==> config.mk <==
export PLATFORM = sky130hd
export DESIGN_NAME = bus_control
export DESIGN_NICKNAME = d
export VERILOG_FILES = /design/src/common/plic_pkg.sv /design/src/common/bus_pkg.sv /design/src/source/bus_control.sv
export VERILOG_INCLUDE_DIRS = /design/src /design/src/common
export SDC_FILE = /design/constraint.sdc
export NUM_CORES = 1
export LEC_CHECK = 0
export ABC_CLOCK_PERIOD_IN_PS = 4650
export BUFFER_PORTS_ARGS = -buffer_cell sky130_fd_sc_hd__buf_4
export CAP_MARGIN = 40
export CORE_AREA = 2 2 148 150
export DETAILED_ROUTE_END_ITERATION = 8
export DIE_AREA = 0 0 150 152
export PLACE_DENSITY_LB_ADDON = 0.08
export SLEW_MARGIN = 20
export SYNTH_ARGS = -nofsm -noshare
export SYNTH_HDL_FRONTEND = slang
export SYNTH_SLANG_ARGS = --single-unit
==> constraint.sdc <==
create_clock -name CLOCK_50 -period 4.65 [get_ports CLOCK_50]
set_input_delay 0.6975 -clock CLOCK_50 [delete_from_list [all_inputs] [get_ports CLOCK_50]]
set_output_delay 0.6975 -clock CLOCK_50 [all_outputs]
set_load 0.01 [all_outputs]
==> src/common/soc_defs.svh <==
`ifndef SOC_DEFS_SVH
`define SOC_DEFS_SVH

// on-chip RAM window
`define RAM_BASE                64'h0000_1000
`define RAM_WORDS               1024            // 32-bit words

// machine timer compare register
`define MTIMECMP_ADDR           64'h0200_4000
`define MTIMECMP_RESET          64'h8000_0000

// PLIC window
`define PLIC_BASE               64'h0C00_0000

// offsets below are relative to PLIC_BASE
`define PLIC_PENDING_OFS        64'h0000_1000   // global pending bitmap
`define PLIC_ENABLE_OFS         64'h0000_2000
`define PLIC_CTX_ENABLE_STRIDE  64'h0000_0080   // enable block per context
`define PLIC_THRESHOLD_OFS      64'h0020_0000
`define PLIC_CLAIM_OFS          64'h0020_0004
`define PLIC_CTX_STRIDE         64'h0000_1000   // threshold and claim per context

// priority slots for ids 0 to 5
`define PLIC_SOURCES            6

`endif
==> src/common/plic_pkg.sv <==
package plic_pkg;

    // context 0 is hart 0 machine mode, context 1 is hart 0 supervisor mode
    typedef enum logic {
        ctx_m = 1'b0,
        ctx_s = 1'b1
    } plic_ctx_e;

    typedef enum logic [2:0] {
        reg_priority  = 3'd0,
        reg_pending   = 3'd1,
        reg_enable    = 3'd2,
        reg_threshold = 3'd3,
        reg_claim     = 3'd4
    } plic_reg_e;

    localparam int plic_ctx_count = 2;

    // ext_irq is wired to this source id
    localparam int plic_ext_id = 1;

endpackage

==> src/common/bus_pkg.sv <==
package bus_pkg;

    // access width in the low two bits of the load/store type
    typedef enum logic [1:0] {
        ls_byte   = 2'd0,
        ls_half   = 2'd1,
        ls_word   = 2'd2,
        ls_double = 2'd3
    } ls_size_e;

    typedef struct packed {
        logic     is_unsigned;  // lbu lhu lwu
        ls_size_e size;
    } ls_fields_t;

    // loads use 0 lb 1 lh 2 lw 3 ld 4 lbu 5 lhu 6 lwu
    // stores use 0 sb 1 sh 2 sw 3 sd
    typedef union packed {
        logic [2:0] code;
        ls_fields_t fields;
    } ls_type_u;

    // an unsigned doubleword has no meaning
    localparam logic [2:0] ls_code_invalid = 3'd7;

    typedef enum logic [1:0] {
        tgt_none     = 2'd0,
        tgt_ram      = 2'd1,
        tgt_plic     = 2'd2,
        tgt_mtimecmp = 2'd3
    } bus_target_e;

endpackage

==> src/source/bus_control.sv <==
`timescale 1ns/1ns
`include "soc_defs.svh"

module bus_control import bus_pkg::*, plic_pkg::*; (
    input  logic        CLOCK_50,
    input  logic        KEY0,
    input  logic [63:0] address,
    input  logic [63:0] write_data,
    input  ls_type_u    ls_type,
    input  logic        read_enable,
    input  logic        write_enable,
    input  logic [63:0] ram_read_data,
    input  logic        ram_done,
    input  logic [31:0] plic_read_data,
    output logic [63:0] read_data,
    output logic        read_done,
    output logic        write_done,
    output logic [63:0] mtimecmp,
    output logic        ram_start,
    output logic        ram_write,
    output logic [9:0]  ram_word_index,
    output logic [1:0]  ram_byte_offset,
    output logic        plic_read,
    output logic        plic_write,
    output plic_reg_e   plic_reg_sel,
    output plic_ctx_e   plic_ctx,
    output logic [2:0]  plic_source_id
);

    localparam logic [63:0] ram_end = `RAM_BASE + 4 * `RAM_WORDS;

    logic [63:0] ram_ofs;
    logic [63:0] plic_ofs;
    logic [63:0] ram_limit;
    bus_target_e target;
    plic_reg_e   dec_reg;
    plic_ctx_e   dec_ctx;
    logic [2:0]  dec_source;
    bus_target_e target_q;     // where the running transfer goes
    logic        busy;
    logic        finish;

    assign ram_ofs  = address - `RAM_BASE;
    assign plic_ofs = address - `PLIC_BASE;

    // a doubleword needs its second word inside the window too
    assign ram_limit = (ls_type.fields.size == ls_double) ? ram_end - 64'd4 : ram_end;

    // address decode
    always_comb begin
        target     = tgt_none;
        dec_reg    = reg_priority;
        dec_ctx    = ctx_m;
        dec_source = plic_ofs[4:2];  // id = offset / 4
        if (address >= `RAM_BASE && address < ram_limit) begin
            target = tgt_ram;
        end else if (address == `MTIMECMP_ADDR) begin
            target = tgt_mtimecmp;
        end else if (plic_ofs < 4 * `PLIC_SOURCES) begin
            target = tgt_plic;
        end else if (plic_ofs == `PLIC_PENDING_OFS) begin
            target  = tgt_plic;
            dec_reg = reg_pending;
        end else begin
            for (int c = 0; c < plic_ctx_count; c++) begin
                if (plic_ofs == `PLIC_ENABLE_OFS + c * `PLIC_CTX_ENABLE_STRIDE) begin
                    target  = tgt_plic;
                    dec_reg = reg_enable;
                    dec_ctx = plic_ctx_e'(c);
                end
                if (plic_ofs == `PLIC_THRESHOLD_OFS + c * `PLIC_CTX_STRIDE) begin
                    target  = tgt_plic;
                    dec_reg = reg_threshold;
                    dec_ctx = plic_ctx_e'(c);
                end
                if (plic_ofs == `PLIC_CLAIM_OFS + c * `PLIC_CTX_STRIDE) begin
                    target  = tgt_plic;
                    dec_reg = reg_claim;
                    dec_ctx = plic_ctx_e'(c);
                end
            end
        end
    end

    assign busy   = !read_done || !write_done;
    assign finish = (target_q == tgt_ram) ? ram_done : 1'b1;  // others take one cycle

    // done flags, strobes and mtimecmp
    always_ff @(posedge CLOCK_50 or negedge KEY0) begin
        if (!KEY0) begin
            read_done  <= 1'b1;
            write_done <= 1'b1;
            target_q   <= tgt_none;
            ram_start  <= 1'b0;
            plic_read  <= 1'b0;
            plic_write <= 1'b0;
            mtimecmp   <= `MTIMECMP_RESET;
        end else begin
            ram_start  <= 1'b0;
            plic_read  <= 1'b0;
            plic_write <= 1'b0;
            if (read_enable || write_enable) begin
                if (read_enable) begin
                    read_done <= 1'b0;
                end else begin
                    write_done <= 1'b0;
                end
                target_q   <= target;
                ram_start  <= (target == tgt_ram);
                plic_read  <= (target == tgt_plic) && read_enable;
                plic_write <= (target == tgt_plic) && !read_enable;
            end else if (busy && finish) begin
                read_done  <= 1'b1;
                write_done <= 1'b1;
                if (!write_done && target_q == tgt_mtimecmp) begin
                    mtimecmp <= write_data;
                end
            end
        end
    end

    // transfer fields and read return
    always_ff @(posedge CLOCK_50) begin
        if (read_enable || write_enable) begin
            ram_write       <= !read_enable;
            ram_word_index  <= ram_ofs[11:2];
            ram_byte_offset <= ram_ofs[1:0];
            plic_reg_sel    <= dec_reg;
            plic_ctx        <= dec_ctx;
            plic_source_id  <= dec_source;
        end
        if (busy && finish && !read_done) begin
            case (target_q)
                tgt_ram:      read_data <= ram_read_data;
                tgt_plic:     read_data <= {32'd0, plic_read_data};
                tgt_mtimecmp: read_data <= mtimecmp;
                default:      read_data <= 64'd0;  // unmapped
            endcase
        end
    end

    // the master waits for both flags before the next transfer
    a_no_overlap: assert property (@(posedge CLOCK_50) disable iff (!KEY0)
        (read_enable || write_enable) |-> (read_done && write_done));

    // ram_port answers within two cycles, doubleword included
    a_ram_answers: assert property (@(posedge CLOCK_50) disable iff (!KEY0)
        ram_start |-> ##[1:2] ram_done);

endmodule

==> out/results.tsv <==
stage	metric	value	unit
floorplanning	die area	22800	sq um
grt	largest net degree at the start of global routing	68	
clocking	Skew-Pair Late Insertion Delay	0.42	ns
flow_run	max-cap viol count	0	
drt	DR iter-0 viols	189	
yosys	synthesis-stage register bit count	152	
drt	wire length on met2	12300	um
worst_setup_path	WS Path Type	in -> reg	
worst_setup_path	CP endpoint kind	flip-flop	
drt	antenna-violating nets left	0	
drt	1st-pass router iterations	6	
grt	initial antenna violation count	0	
yosys	syn_nets	756	
worst_setup_path	slowest CP cell	or4_1	
grt	first-pass GRT wire length	34900	um
worst_setup_path	CP bufs+invs	1	
finish	final-layout fill cell count	1922	
power_and_ir_drop	Max IR drop VDD	0.200	mV
yosys	Cell Area, Synth	7160	sq um
worst_hold_path	worst min path class	in -> async	
sta	setup violators final	0	
sta	final worst slack	1.63	ns
sta	Fmax	331	MHz
finish	Final nets	1139	
drt	Met3 Wirelength	1750	um
worst_setup_path	Critical Path RT	4.86	ns
drt	M1 WL	8330	um
floorplanning	initial core utilization	33.6	%
drt	routed len/inst	19.2	um
yosys	register area share after synthesis	58.8	%
place	gp weighted congestion	0.955	
floorplanning	die width	150	um
worst_setup_path	Critical Path Start Type	input port	
floorplanning	row count	54	
clocking	Root Buffer	clkbuf_16	
yosys	number of synthesized flops with an enable pin	81	
floorplanning	Placeable Area	21400	sq um
sta	Tcrit/Tclk final	64.9	%
finish	Final Cell Area	11000	sq um
clocking	hold buffers post-CTS	0	
finish	synthesis-to-finish area growth	53.2	%
sta	TNS Setup	0	ns
sta	post-layout minimum cycle time	3.02	ns
place	HPWL Detailed	17300	um
worst_setup_path	Critical Path Max Stage Delay	0.65	ns
status	status	finished, final reports clean	
drt	vias post-DR	5841	
clocking	CTS sink cnt	152	
worst_setup_path	Crit path arrival time	3.23	ns
drt	Post-Route WL	22900	um
finish	layout cell share with drive strength beyond 1	59.2	%
yosys	synthesized area per cell	14.0	sq um
clocking	TritonCTS clock tree	done	
clocking	Post-CTS Resized	0	
place	Area after DPL	10400	sq um
grt	gr usage total	20.0	%
clocking	H-tree depth	4	
worst_setup_path	critical-path cell list	buf_4 > or4_4 > or4_1 > o31a_1 > a211oi_1 > nand2_1 > nor4b_1	
clocking	CTS clk-pin slew, worst paths	0.06	ns
sta	final hold violation count	0	
grt	number of global-route vias before repair	6205	
yosys	gate count after technology mapping	513	
sta	final count of pins violating max slew	0	
floorplanning	die height	152	um
clocking	Clock Tree Buf Depth	2	
power_and_ir_drop	leakage power	5.01	nW
sta	Slew @ Worst Pin	0.734	ns
power_and_ir_drop	Final Power	3.75	mW
yosys	Synth Flop Type	edfxtp_1	
grt	gr ovfl total	0	
yosys	Syn. warnings	0	
worst_setup_path	delay-heaviest family, CP	simple AND/OR/NAND/NOR gates	
drt	top sig layer	met4	
clocking	total CTS buffers	17	
finish	diodes inserted	0	
yosys	Async S/R FF share, synth	46.7	%
sta	clock skew	0.0161	ns
sta	RSZ-0062 raised after global routing	false	
finish	area occupied by multi-input gates	2830	sq um
clocking	Post CTS Setup Buffer Count	0	
place	I/O Buffers	383	
drt	Residual DRC	0	
finish	register area	4220	sq um
power_and_ir_drop	cell area power density	342	nW/um^2
floorplanning	# IOs	385	
place	pre-CTS setup slack	1.24	ns
sta	Slew headroom	51.1	%
drt	Via density	4.91	
yosys	Yosys cell types	50	
worst_setup_path	CP max FO	8	
per-stage QoR:
stage	utilization, %	hold slack (ns)	instances
after global placement	48.4	0.511	1153
after CTS	51.4	0.251	1189
after floorplan	-	0.402	513
after global routing	51.4	0.256	1189
after detailed placement	48.8	0.522	1157
final	51.4	0.247	1189
final cells by class:
cell class / count / share of cell area (%)
Clock buffer: 20 / 3.98
Timing Repair Buffer: 394 / 27.4
Tap cell: 280 / 3.19
Sequential cell: 152 / 38.4
Multi-Input combinational cell: 327 / 25.7
Clock inverter: 12 / 1.15
Inverter: 4 / 0.137
path summary, 6_finish.rpt:
path	startpoint	endpoint	slack, ns	cells past startpoint
setup / recovery	address[35]	plic_reg_sel[1]	1.63	7
hold / removal	KEY0	mtimecmp[5]	0.25	1
setup reg to reg	target_q[0]	mtimecmp[34]	2.44	5
hold reg to reg	read_done	read_done	0.53	2
max in group asynchronous	KEY0	read_done	3.74	2
min in group CLOCK_50	read_enable	read_done	0.45	2
report_power, final:
part | internal (mW) | total (mW) | switching [mW]
logic | 0.437 | 0.754 | 0.317
clock network | 0.790 | 1.33 | 0.539
registers | 1.58 | 1.67 | 0.0849
Yosys cell counts, types with 4 or more instances:
| library cell | instances | area share (%) |
|---|---|---|
| mux2_2 | 96 | 15 |
| edfxtp_1 | 81 | 34 |
| dfrtp_1 | 68 | 24 |
| nor2b_1 | 34 | 3.0 |
| a22o_1 | 32 | 3.9 |
| mux2i_1 | 32 | 4.5 |
| clkbuf_1 | 24 | 1.3 |
| nor2_1 | 16 | 0.84 |
| nor4_1 | 16 | 1.4 |
| nand2_1 | 15 | 0.79 |
| ha_1 | 11 | 1.9 |
| nor3_1 | 11 | 0.77 |
| nand3_1 | 8 | 0.56 |
| a21oi_1 | 6 | 0.42 |
| a21o_1 | 4 | 0.42 |
| inv_1 | 4 | 0.21 |
| or4_1 | 4 | 0.42 |
layer usage:
layer | up-vias | track usage [%]
met4 | 0 | 6.42
met5 | - | 0
li1 | 2731 | -
met1 | 2846 | 21.6
met3 | 26 | 5.89
met2 | 238 | 36.9
placed cells by master (no fill, tap or decap), types with 11 or more instances in the layout:
cell	instances
nor2b_1	33
mux2_2	96
buf_4	390
clkbuf_16	17
nor4_1	16
nand2_1	15
nor2_1	15
edfxtp_1	81
dfrtp_1	66
mux2i_1	32
a22o_1	32
ha_1	11
worst register-to-register path, cell delays in order (launching register included):
cell	delay, ns
dfrtp_2	0.35
buf_4	0.55
nand2_1	0.14
nor3_2	0.16
buf_4	0.47
mux2_2	0.43
flip-flops by register name, indices dropped and copies added, names as in the netlist:
| name | cells |
|---|---|
| plic_ctx | 1 |
| plic_write | 1 |
| read_data | 64 |
| ram_write | 1 |
| ram_start | 1 |
| ram_byte_offset | 2 |
| write_done | 1 |
| ram_word_index | 10 |
| read_done | 1 |
| target_q | 2 |
| plic_reg_sel | 3 |
| plic_read | 1 |
| mtimecmp | 64 |
logic make-up (layout without fill, tap and decap cells):
| family | after synthesis | count (layout) | synth area share, % |
|---|---|---|---|
| flip-flops | 152 | 152 | 58.8 |
| buffers and inverters | 34 | 430 | 1.96 |
| adder cells (fa/ha/maj) | 11 | 11 | 1.92 |
| multiplexers | 128 | 128 | 19.6 |
| AO/OA/AOI/OAI | 61 | 61 | 6.99 |
| AND/OR/NAND/NOR | 127 | 127 | 10.8 |
No activity file was read; power rests on OpenSTA's default activity.
