===== src/common/soc_defs.svh =====
`ifndef SOC_DEFS_SVH
`define SOC_DEFS_SVH

// on-chip RAM window
`define RAM_BASE                64'h0000_1000
`define RAM_WORDS               1024            // 32-bit words

// machine timer compare register
`define MTIMECMP_ADDR           64'h0200_4000
`define MTIMECMP_RESET          64'h8000_0000

// PLIC window
`define PLIC_BASE               64'h0C00_0000

// offsets below are relative to PLIC_BASE
`define PLIC_PENDING_OFS        64'h0000_1000   // global pending bitmap
`define PLIC_ENABLE_OFS         64'h0000_2000
`define PLIC_CTX_ENABLE_STRIDE  64'h0000_0080   // enable block per context
`define PLIC_THRESHOLD_OFS      64'h0020_0000
`define PLIC_CLAIM_OFS          64'h0020_0004
`define PLIC_CTX_STRIDE         64'h0000_1000   // threshold and claim per context

// priority slots for ids 0 to 5
`define PLIC_SOURCES            6

`endif

===== src/common/plic_pkg.sv =====
package plic_pkg;

    // context 0 is hart 0 machine mode, context 1 is hart 0 supervisor mode
    typedef enum logic {
        ctx_m = 1'b0,
        ctx_s = 1'b1
    } plic_ctx_e;

    typedef enum logic [2:0] {
        reg_priority  = 3'd0,
        reg_pending   = 3'd1,
        reg_enable    = 3'd2,
        reg_threshold = 3'd3,
        reg_claim     = 3'd4
    } plic_reg_e;

    localparam int plic_ctx_count = 2;

    // ext_irq is wired to this source id
    localparam int plic_ext_id = 1;

endpackage


===== src/plic/plic_regs.sv =====
`timescale 1ns/1ns
`include "soc_defs.svh"

module plic_regs import plic_pkg::*; (
    input  logic        CLOCK_50,
    input  logic        KEY0,
    input  logic        ext_irq,
    input  logic        access_read,
    input  logic        access_write,
    input  plic_reg_e   reg_sel,
    input  plic_ctx_e   ctx,
    input  logic [2:0]  source_id,
    input  logic [31:0] write_data,
    output logic [31:0] read_data,
    output logic        meip,
    output logic        msip
);

    logic [2:0]  priority_q [`PLIC_SOURCES];
    logic [31:0] pending_q;
    logic [31:0] enable_q [plic_ctx_count];
    logic [2:0]  threshold_q [plic_ctx_count];  // kept for software only
    logic [31:0] claim_id [plic_ctx_count];
    logic        irq_sync;
    logic        irq_prev;
    logic        irq_edge;

    assign irq_edge = irq_sync && !irq_prev;

    // only source 1 can be claimed
    always_comb begin
        for (int c = 0; c < plic_ctx_count; c++) begin
            claim_id[c] = (pending_q[plic_ext_id] && enable_q[c][plic_ext_id]) ?
                          plic_ext_id : 32'd0;
        end
    end

    assign meip = (claim_id[ctx_m] != 32'd0);
    assign msip = (claim_id[ctx_s] != 32'd0);

    always_comb begin
        read_data = 32'd0;
        case (reg_sel)
            reg_priority: begin
                if (source_id < `PLIC_SOURCES) begin
                    read_data = {29'd0, priority_q[source_id]};
                end
            end
            reg_pending:   read_data = pending_q;
            reg_enable:    read_data = enable_q[ctx];
            reg_threshold: read_data = {29'd0, threshold_q[ctx]};
            reg_claim:     read_data = claim_id[ctx];
            default:       read_data = 32'd0;
        endcase
    end

    always_ff @(posedge CLOCK_50 or negedge KEY0) begin
        if (!KEY0) begin
            irq_sync  <= 1'b0;
            irq_prev  <= 1'b0;
            pending_q <= 32'd0;
            for (int c = 0; c < plic_ctx_count; c++) begin
                enable_q[c]    <= 32'd0;
                threshold_q[c] <= 3'd0;
            end
            for (int s = 0; s < `PLIC_SOURCES; s++) begin
                priority_q[s] <= 3'd0;
            end
        end else begin
            irq_sync <= ext_irq;
            irq_prev <= irq_sync;
            if (access_write) begin
                case (reg_sel)
                    reg_priority: begin
                        if (source_id < `PLIC_SOURCES) begin
                            priority_q[source_id] <= write_data[2:0];
                        end
                    end
                    reg_enable:    enable_q[ctx]    <= write_data;
                    reg_threshold: threshold_q[ctx] <= write_data[2:0];
                    default:       ;  // pending is read only and claim writes do nothing
                endcase
            end
            if (access_read && reg_sel == reg_claim && claim_id[ctx] != 32'd0) begin
                pending_q[claim_id[ctx][4:0]] <= 1'b0;
            end
            if (irq_edge) begin
                pending_q[plic_ext_id] <= 1'b1;  // new edge beats a same-cycle claim
            end
        end
    end

    // bus_control never reads and writes the PLIC in one cycle
    a_single_access: assert property (@(posedge CLOCK_50) disable iff (!KEY0)
        !(access_read && access_write));

endmodule


===== config.mk =====
export PLATFORM = sky130hd
export DESIGN_NAME = plic_regs
export DESIGN_NICKNAME = d
export VERILOG_FILES = /design/src/common/plic_pkg.sv /design/src/plic/plic_regs.sv
export VERILOG_INCLUDE_DIRS = /design/src /design/src/common
export SDC_FILE = /design/constraint.sdc
export NUM_CORES = 1
export LEC_CHECK = 0
export ABC_CLOCK_PERIOD_IN_PS = 1900
export BUFFER_PORTS_ARGS = -buffer_cell sky130_fd_sc_hd__buf_2
export CAP_MARGIN = 5
export CORE_ASPECT_RATIO = 0.8
export CORE_MARGIN = 2
export CORE_UTILIZATION = 40
export CTS_BUF_LIST = sky130_fd_sc_hd__clkbuf_16
export CTS_CLUSTER_DIAMETER = 50
export DETAILED_ROUTE_END_ITERATION = 8
export GPL_ROUTABILITY_DRIVEN = 0
export GPL_TIMING_DRIVEN = 0
export PLACE_DENSITY_LB_ADDON = 0.2
export REMOVE_ABC_BUFFERS = 1
export SLEW_MARGIN = 20
export SYNTH_ARGS = -nofsm -noshare
export SYNTH_HDL_FRONTEND = slang
export SYNTH_SLANG_ARGS = --single-unit

===== constraint.sdc =====
create_clock -name CLOCK_50 -period 1.9 [get_ports CLOCK_50]
set_input_delay 0.38 -clock CLOCK_50 [delete_from_list [all_inputs] [get_ports CLOCK_50]]
set_output_delay 0.38 -clock CLOCK_50 [all_outputs]
set_load 0.02 [all_outputs]

==> results.md, run 1 <==
- Outcome: complete, but fails checks
- Failing checks: setup timing
- Antenna diodes: 0
- Multiplexer share of the synthesized area: 33.41%
- Routed vias: 2744
- Number of synthesized register bits: 92
- First drt pass iteration count: 4
- Worst Path Class, Setup: register to primary output
- CTS root buffer: clkbuf_16
- Chip height: 96.04 um
- GRT Overall Usage: 16.10%
- Req. time, crit path: 1520 ps
- Post-synth EDFFs: 0
- Area fraction in compound gates after synthesis: 3.102%
- TritonCTS clock tree: yes
- Gate Count Post-Synth: 323
- Num rows: 33
- TNS Setup: -303.1 ps
- Clk slew on worst S/H paths: 60 ps
- Final Max Tran Viols: 0
- Reg2reg path depth: 4
- Layout area overhead: 22.25%
- Xor and xnor area share after synthesis: 0%
- FMAX: 453.9 MHz
- Sink Count: 92
- Vias per cell: 5.026
- Max cap viols: 0
- Critical Path Start Type: register
- Pwr dens: 975.4 nW/um^2
- Worst Skew: 0.3217 ps
- CP max FO: 2
- Initial Utilization: 41.20%
- WP buf/inv: 1
- Reg-to-Reg End: pending_q[1]
- Register area share after synthesis: 54.36%
- Fin crit period: 2203 ps
- Synthesis warning total: 0
- Max stage delay cell, worst path: mux4_2
- Worst-case hold slack: 157.7 ps
- Worst hold path endpoint: irq_sync
- Final setup margin: -303.1 ps
- Met3 WL: 433 um
- H-tree Lvls: 3
- CP top delay family: multiplexers
- Final Hold Viols: 0
- Hold Crit Start: ext_irq
- Top FF cell, synth: dfrtp_1
- Post-Syn Area: 4235 sq um
- CTS Buf Count: 9
- Layout fillers: 918
- Largest net degree at the start of global routing: 72
- Hold Path Cell Cnt: 1
- Largest family of logic cells by synthesized area: multiplexers
- Max-slew headroom: 62.96%
- Die W: 119.0 um
- Adder-cell area share of the yosys netlist: 0%
- Fin nets: 445
- Period Utilization, post-route: 116.0%
- First-pass GRT wire length: 14030 um
- Vias in the first global route: 2778
- Drt wl/cell: 16.04 um
- DRT iter0 DRCs: 112
- Worst path max stage delay: 460 ps
- Port bufs: 77
- Wl on met1: 3942 um
- Cell variety after synth: 31
- Async S/R FF share, synth: 100.0%
- Leak pwr: 2.476 nW
- Initial antenna violation count: 0
- Ports: 78
- CP endpoint kind: primary output
- Final setup viols: 1
- Post-synthesis simple-gate area fraction: 6.617%
- HP Class: input port to register
- Reg2reg setup slack: 750 ps
- Highest metal used: met4
- Final wirelength: 8759 um
- Longest Clk Path Bufs: 2
- CP arrival: 1820 ps
- Post-DP HPWL: 5745 um
- Slew @ Worst Pin: 554.5 ps
- DR DRC count: 0
- Grt total ovfl: 0
- Layout cells sized above 1: 48.77%
- Worst-skew pair later-pin latency: 330 ps
- VDD IR max: 585.3 uV
- Final ANT Viol Nets: 0
- Total Die Area: 11430 sq um
- RSZ-0062 raised after global routing: true
- Avg Inst Size Synth: 13.11 sq um
- Met2 Wirelength: 4310 um
- Core area: 10280 sq um
- R2R Path Start: enable_q[1]
- CP Cell Sequence: mux4_2 > and2_4 > o21ai_4 > o2111ai_2 > buf_4
flip-flops by register name, summed over array words and instances, names as in the netlist:
signal,count
irq_prev,1
priority_q,18
threshold_q,6
pending_q,2
irq_sync,1
enable_q,64
area by class of cell:
type | instances | area (sq um) | share of cell area [%]
Inverter | 4 | 15.01 | 0.2900
Tap cell | 140 | 175.2 | 3.383
Timing Repair Buffer | 86 | 529.3 | 10.22
Sequential cell | 92 | 2302 | 44.47
Multi-Input combinational cell | 208 | 1887 | 36.44
Clock buffer | 9 | 225.2 | 4.350
Clock inverter | 7 | 43.79 | 0.8458
cell usage in the layout (no fill, tap or decap), types with 3 or more instances in the layout:
cell / netlist / layout
a21oi_1: 3 / 3
buf_2: 13 / 73
buf_4: 0 / 5
buf_6: 0 / 3
clkbuf_16: 0 / 9
clkinv_1: 0 / 3
dfrtp_1: 92 / 92
inv_1: 4 / 4
mux2_2: 89 / 89
mux2i_1: 39 / 39
nand2_1: 6 / 5
nand2b_1: 3 / 3
nor2_1: 36 / 34
o21ai_1: 0 / 3
how the worst max path moves through the flow:
| stage | startpoint | endpoint | slack, ps | depth (start not counted) |
|---|---|---|---|---|
| 2_1_floorplan | reg_sel[2] | enable_q[0] | -1110 | 4 |
| 3_3_place_gp | reg_sel[2] | enable_q[24] | -2840 | 5 |
| 3_5_place_dp | reg_sel[2] | enable_q[26] | -590 | 6 |
| 4_1_cts | priority_q[6] | read_data[0] | -310 | 5 |
| 5_1_grt | priority_q[6] | read_data[0] | -370 | 5 |
| 6_report | priority_q[6] | read_data[0] | -300 | 5 |
synth_stat cells, types with 2 or more instances:
master    instances  area share, %
nand2b_1          3           0.44
mux2i_1          39            9.2
a21oi_1           3           0.35
o21ai_0           5           0.59
a2111o_1          2           0.53
nand2_1           6           0.53
inv_1             4           0.35
nand3_1           2           0.24
nor3_1            2           0.24
dfrtp_1          92             54
buf_1             6           0.53
o22ai_1           2           0.30
mux2_2           89             24
nand4b_1          2           0.41
nor2_1           36            3.2
buf_2            13            1.5
nand3b_1          2           0.35
and2_1            2           0.30
layer usage:
metal,up-vias,global-route usage [%]
met3,10,5.273
met4,0,5.456
li1,1308,-
met2,55,26.72
met1,1371,20.06
met5,-,0
where the power goes:
part           switching (W)  internal, W  total (W)  leakage, nW
logic               0.000396     0.000505   0.000901         1.20
clock network       0.000734     0.000877    0.00161        0.124
registers           0.000186      0.00235    0.00254         1.15
total                0.00132      0.00373    0.00505         2.48
cells by family after synthesis:
logic type             Yosys count
buffers and inverters           24
AOI/OAI and AO/OA               18
DFF                             92
and+or+nand+nor                 60
muxes                          129
per-stage QoR:
stage               power (W)  instance area [sq um]  setup WS (ps)  cells  utilization [%]
finish               0.005050                   5177         -303.1    546            50.36
global route         0.005344                   5177         -367.3    546            50.36
CTS                  0.005117                   5149         -310.9    546            50.08
detailed placement   0.003466                   4815         -587.1    525            46.83
global placement     0.003398                   4705          -2838    520            45.76
floorplan            0.003137                   4144          -1105    303                -
repair_timing:
item,CTS,global route
hold buffers,1,0
pin swaps,3,3
buffers inserted,3,0
hold endpoints to repair,21,0
gates resized for setup,8,10
gates cloned,1,0
setup endpoints to repair,67,18
Power figures use the tool's default switching activity.
==> inputs of run 2 (changes only) <==
==> constraint.sdc (replaced) <==
create_clock -name CLOCK_50 -period 1.9 [get_ports CLOCK_50]
set_input_delay 0.285 -clock CLOCK_50 [delete_from_list [all_inputs] [get_ports CLOCK_50]]
set_output_delay 0.285 -clock CLOCK_50 [all_outputs]
set_load 0.02 [all_outputs]
==> results.md, run 2 (same netlist as run 1, synthesis figures left out) <==
- Worst Path Class, Setup: register to primary output
- Total Die Area: 11430 sq um (unchanged)
- Longest Clk Path Bufs: 2 (unchanged)
- Num rows: 33 (unchanged)
- Final Max Tran Viols: 0 (unchanged)
- Commonest non-fill, non-tap cells in the layout: 92 x dfrtp_1, 89 x mux2_2, 74 x buf_2
- Initial antenna violation count: 0 (unchanged)
- First drt pass iteration count: 4 (unchanged)
- Register area: 2302 sq um (unchanged)
- Vias in the first global route: 2751 (-0.97%)
- CP max FO: 2 (unchanged)
- Vias per cell: 5.055 (+0.59%)
- Ports: 78 (unchanged)
- Clock power share: 31.9% (about the same)
- Sequential power share: 50.4% (about the same)
- Period Utilization, post-route: 110.3% (-5.6 points)
- Layout area overhead: 21.36%
- Die W: 119.0 um (unchanged)
- Final setup viols: 1 (unchanged)
- Fin crit period: 2096 ps (-106.6 ps)
- Final ANT Viol Nets: 0 (unchanged)
- Combinational Power Share: 17.7% (about the same)
- Worst-skew pair later-pin latency: 330 ps (about the same)
- DRT iter0 DRCs: 116 (+3.6%)
- Switching Share: 26.01% (-0.047 points)
- Fin nets: 443 (-0.45%)
- Clk slew on worst S/H paths: 60 ps (about the same)
- CP arrival: 1810 ps (about the same)
- Port bufs: 77 (unchanged)
- Largest net degree at the start of global routing: 72 (unchanged)
- Grt total ovfl: 0 (unchanged)
- Finished Layout Cells: 544 (-0.37%)
- CTS Buf Count: 9 (unchanged)
- HP Class: input port to register
- Final setup margin: -196.5 ps (+106.6 ps)
- RSZ-0062 raised after global routing: true
- VDD IR max: 585.4 uV (about the same)
- Routed vias: 2750 (+0.22%)
- Drt wl/cell: 16.02 um (-0.15%)
- Max-slew headroom: 62.60% (-0.37 points)
- Commonest non-fill, non-tap cell in the layout: dfrtp_1
- Cells after DPL: 525 (unchanged)
- Slew @ Worst Pin: 560.0 ps (+5.485 ps)
- Sink Count: 92 (unchanged)
- CTS root buffer: clkbuf_16
- First-pass GRT wire length: 13810 um (-1.6%)
- Core area: 10280 sq um (unchanged)
- Outcome: complete, but fails checks
- Final Cell Area: 5140 sq um (-0.73%)
- CP endpoint kind: primary output
- Worst Skew: 0.3208 ps (-0.0008880 ps)
- Post-DP HPWL: 5745 um (unchanged)
- Leak pwr: 2.458 nW (-0.73%)
- Antenna diodes: 0 (unchanged)
- Setup Slack @ Placement: -492.1 ps (+95.00 ps)
- Initial Utilization: 41.20% (unchanged)
- Layout cells sized above 1: 48.27% (-0.50 points)
- Multi-input gate area: 1871 sq um (-0.86%)
- Failing checks: setup timing
- Int Pwr: 0.003729 W (-0.15%)
- FMAX: 477.0 MHz (+5.1%)
- Pwr dens: 980.4 nW/um^2 (+0.51%)
- DR DRC count: 0 (unchanged)
- Critical Path Start Type: register
- Final wirelength: 8714 um (-0.51%)
- Req. time, crit path: 1620 ps (+100 ps)
- TritonCTS clock tree: yes
- Switch Pwr: 0.001311 W (-0.40%)
- Area after DPL: 4815 sq um (unchanged)
- H-tree Lvls: 3 (unchanged)
- Max reg flops: 64 (unchanged)
- Biggest regs: enable_q x64, priority_q x18, threshold_q x6
- Pwr Total: 0.005039 W (-0.22%)
- Final Hold Viols: 0 (unchanged)
- Layout fillers: 920 (+0.22%)
- Chip height: 96.04 um (unchanged)
- Max cap viols: 0 (unchanged)
- Biggest register: enable_q
- GRT Overall Usage: 15.70% (-0.41 points)
-- run 2: cell types whose count changed in the layout (fill, tap and decap cells not counted), sizes merged --
cell  delta
buf      -2
-- run 2: area by class of cell --
class / instances / area share (%)
clock buffer: 9 / 4.382
sequential: 92 / 44.79
clock inverter: 7 / 0.8520
tap: 140 / 3.408
multi-input combinational: 208 / 36.39
timing repair buffer: 84 / 9.883
inverter: 4 / 0.2921
-- run 2: power groups by stage --
stage / Clock (W) / Sequential, W / Combinational (W)
detailed placement: 0 / 0.00258 / 0.000891
global placement: 0 / 0.00255 / 0.000845
finish: 0.00161 / 0.00254 / 0.000892
global route: 0.00176 / 0.00259 / 0.000989
floorplan: 0 / 0.00252 / 0.000617
CTS: 0.00167 / 0.00254 / 0.000900
-- run 2: per-stage QoR --
stage / setup TNS (ps) / utilization, % / hold WS, ps
final: -196.5 / 49.99 / 64.53
after global routing: -275.4 / 49.99 / 48.92
after CTS: -222.6 / 49.79 / 49.44
after detailed placement: -22240 / 46.83 / 148.7
after global placement: -183470 / 45.76 / 372.7
after floorplan: -37280 / - / -10.59
-- run 2: worst max-delay path, stage by stage (launching register included) --
cell,delay (ps)
dfrtp_1,380
mux4_2,460
and2_4,160
o21ai_4,150
o2111ai_2,140
buf_4,180
-- run 2: timing repair --
item | in CTS | in global routing
gates cloned | 0 | 1
pin swaps | 0 | 4
hold endpoints to repair | 21 | 0
gates resized for setup | 5 | 5
setup buffers | 1 | 0
setup endpoints to repair | 37 | 2
hold buffers | 1 | 0
-- run 2: layer usage --
metal | part of all wire, % | global-route usage [%] | routed length (um)
met5 | 0 | 0 | 0
met2 | 49 | 25.77 | 4265
met1 | 45 | 19.76 | 3960
met4 | 0.65 | 5.159 | 57
met3 | 4.9 | 5.273 | 430
-- run 2: final timing paths --
kind                            depth (start not counted)     startpoint            to  slack [ps]
worst max-delay path                                    5  priority_q[6]  read_data[0]        -200
worst min-delay path                                    1        ext_irq      irq_sync          60
worst max register to register                          4    enable_q[1]  pending_q[1]         760
worst min register to register                          0       irq_sync      irq_prev         380
max in group asynchronous                               3           KEY0   enable_q[8]         940
min in group asynchronous                               2           KEY0  enable_q[49]         360
==> inputs of run 3 (changes only) <==
--- a/config.mk
+++ b/config.mk
@@ -9,9 +9,11 @@
 export ABC_CLOCK_PERIOD_IN_PS = 1900
 export BUFFER_PORTS_ARGS = -buffer_cell sky130_fd_sc_hd__buf_2
 export CAP_MARGIN = 5
+export CELL_PAD_IN_SITES_DETAIL_PLACEMENT = 0
+export CELL_PAD_IN_SITES_GLOBAL_PLACEMENT = 1
 export CORE_ASPECT_RATIO = 0.8
 export CORE_MARGIN = 2
-export CORE_UTILIZATION = 40
+export CORE_UTILIZATION = 35
 export CTS_BUF_LIST = sky130_fd_sc_hd__clkbuf_16
 export CTS_CLUSTER_DIAMETER = 50
 export DETAILED_ROUTE_END_ITERATION = 8
==> results.md, run 3 (same netlist as run 1, synthesis figures left out) <==
- Port bufs: 77 (unchanged)
- TritonCTS clock tree: yes
- GRT Overall Usage: 14.18% (-1.5 points)
- Area after DPL: 4822 sq um (+0.16%)
- VDD IR max: 489.8 uV (-16%)
- TNS Setup: -182.8 ps (+13.66 ps)
- Longest Clk Path Bufs: 2 (unchanged)
- Ports: 78 (unchanged)
- Total Die Area: 13000 sq um (+14%)
- Cells after DPL: 533 (+1.5%)
- Die W: 127.0 um (+6.7%)
- Leak pwr: 2.495 nW (+1.5%)
- Max cap viols: 0 (unchanged)
- Fin crit period: 2083 ps (-13.65 ps)
- CP arrival: 1800 ps (about the same)
- Core area: 11650 sq um (+13%)
- Post-DP HPWL: 6007 um (+4.6%)
- Final Max Tran Viols: 0 (unchanged)
- Failing checks: setup timing
- Chip height: 102.4 um (+6.6%)
- H-tree Lvls: 3 (unchanged)
- Req. time, crit path: 1620 ps (about the same)
- Final Cell Area: 5219 sq um (+1.5%)
- Biggest regs: enable_q x64, priority_q x18, threshold_q x6
- Largest net degree at the start of global routing: 73 (+1.4%)
- First-pass GRT wire length: 14190 um (+2.8%)
- FMAX: 480.1 MHz (+0.66%)
- Sink Count: 92 (unchanged)
- Period Utilization, post-route: 109.6% (-0.72 points)
- Num rows: 35 (+6.1%)
- Final setup viols: 1 (unchanged)
- Max stage delay cell, worst path: mux4_2
- Max reg flops: 64 (unchanged)
- Finished Layout Cells: 555 (+2.0%)
- Critical Path Start Type: register
- Commonest non-fill, non-tap cells in the layout: 92 x dfrtp_1, 89 x mux2_2, 74 x buf_2
- Worst Skew: 0.6191 ps (+0.2983 ps)
- Slew @ Worst Pin: 541.8 ps (-18.18 ps)
- Initial antenna violation count: 0 (unchanged)
- Routed vias: 2760 (+0.36%)
- CTS Buf Count: 9 (unchanged)
- Grt total ovfl: 0 (unchanged)
- Highest metal used: met4
- Layout area overhead: 23.22%
- Layout cells sized above 1: 49.39% (+1.1 points)
- Biggest register: enable_q
- Outcome: complete, but fails checks
- Layout fillers: 1071 (+16%)
- Met3 WL: 387 um (-10%)
- Antenna diodes: 0 (unchanged)
- RSZ-0062 raised after global routing: true
- Met2 Wirelength: 4387 um (+2.9%)
- First drt pass iteration count: 4 (unchanged)
- Final setup margin: -182.8 ps (+13.66 ps)
- Commonest non-fill, non-tap cell in the layout: dfrtp_1
- DRT iter0 DRCs: 76 (-34%)
- CTS root buffer: clkbuf_16
- CP max FO: 2 (unchanged)
- Fin nets: 446 (+0.68%)
- Worst path max stage delay: 470 ps (about the same)
- Worst-skew pair later-pin latency: 340 ps (about the same)
- Final ANT Viol Nets: 0 (unchanged)
- Wl on met1: 4159 um (+5.0%)
- Final wirelength: 9064 um (+4.0%)
- Pwr dens: 1008 nW/um^2 (+2.8%)
- CP Cell Sequence: mux4_2 > and2_4 > o21ai_4 > o2111ai_2 > buf_6
- CP endpoint kind: primary output
- Max-slew headroom: 63.80% (+1.2 points)
- Vias per cell: 4.973 (-1.6%)
- Drt wl/cell: 16.33 um (+2.0%)
- Initial Utilization: 36.36% (-4.8 points)
- HP Class: input port to register
- Worst Path Class, Setup: register to primary output
- Final Hold Viols: 0 (unchanged)
- DR DRC count: 0 (unchanged)
- Clk slew on worst S/H paths: 70 ps (about the same)
- Vias in the first global route: 2847 (+3.5%)
-- run 3: cell count changes in the layout (fill, tap and decap cells not counted), sizes merged --
cell      before  now
clkinvlp       2    3
bufinv         0    1
inv            4    7
clkinv         5    0
buf           83   86
-- run 3: metrics by stage --
| stage | util (%) | power [W] | hold slack (ps) | worst slack [ps] |
|---|---|---|---|---|
| floorplan | - | 0.003137 | -10.59 | -1010 |
| global placement | 40.47 | 0.003412 | 358.7 | -2823 |
| detailed placement | 41.40 | 0.003470 | 151.3 | -663.6 |
| CTS | 44.61 | 0.005342 | 41.97 | -239.5 |
| global route | 44.80 | 0.005553 | 34.58 | -266.1 |
| finish | 44.80 | 0.005261 | 54.29 | -182.8 |
-- run 3: cell type report --
class                      instances  area, sq um  share of cell area (%)
clock buffer                       9        225.2                   4.316
clock inverter                     7        83.83                   1.606
inverter                           4        15.01                  0.2877
multi-input combinational        208         1871                   35.84
sequential                        92         2302                   44.11
tap                              148        185.2                   3.548
timing repair buffer              87        536.8                   10.29
-- run 3: routing by layer --
layer	GRT usage [%]	up-vias
met1	17.38	1394
met3	3.874	10
li1	-	1308
met4	5.325	0
met5	0	-
met2	24.28	48
-- run 3: worst max-delay path: cells and delay by family, from the launching register on --
family | cells | cell delay (ps)
mux | 1 | 470
flops | 1 | 380
simple gates | 1 | 160
buf+inv | 1 | 160
compound gates | 2 | 300
-- run 3: power breakdown --
group | leakage, nW | internal [W] | switching (W) | total (W)
registers | 1.15 | 0.00235 | 0.000186 | 0.00254
logic | 1.21 | 0.000501 | 0.000397 | 0.000897
clock network | 0.142 | 0.00104 | 0.000784 | 0.00183
total | 2.49 | 0.00389 | 0.00137 | 0.00526
-- run 3: what timing repair did --
item / CTS / global route
setup buffers: 4 / 0
hold buffers: 1 / 0
gates cloned: 0 / 1
hold endpoints to repair: 20 / 0
resized for setup: 7 / 5
endpoints found under the setup margin: 41 / 3
pin swaps: 1 / 4
-- run 3: final timing paths --
| check | from | end | slack (ps) | cells after the start |
|---|---|---|---|---|
| min in group asynchronous | KEY0 | priority_q[8] | 360 | 2 |
| hold reg to reg | irq_sync | irq_prev | 380 | 0 |
| setup reg to reg | enable_q[1] | pending_q[1] | 770 | 4 |
| max in group asynchronous | KEY0 | enable_q[7] | 930 | 3 |
| setup / recovery | priority_q[6] | read_data[0] | -180 | 5 |
| hold / removal | ext_irq | irq_sync | 50 | 1 |
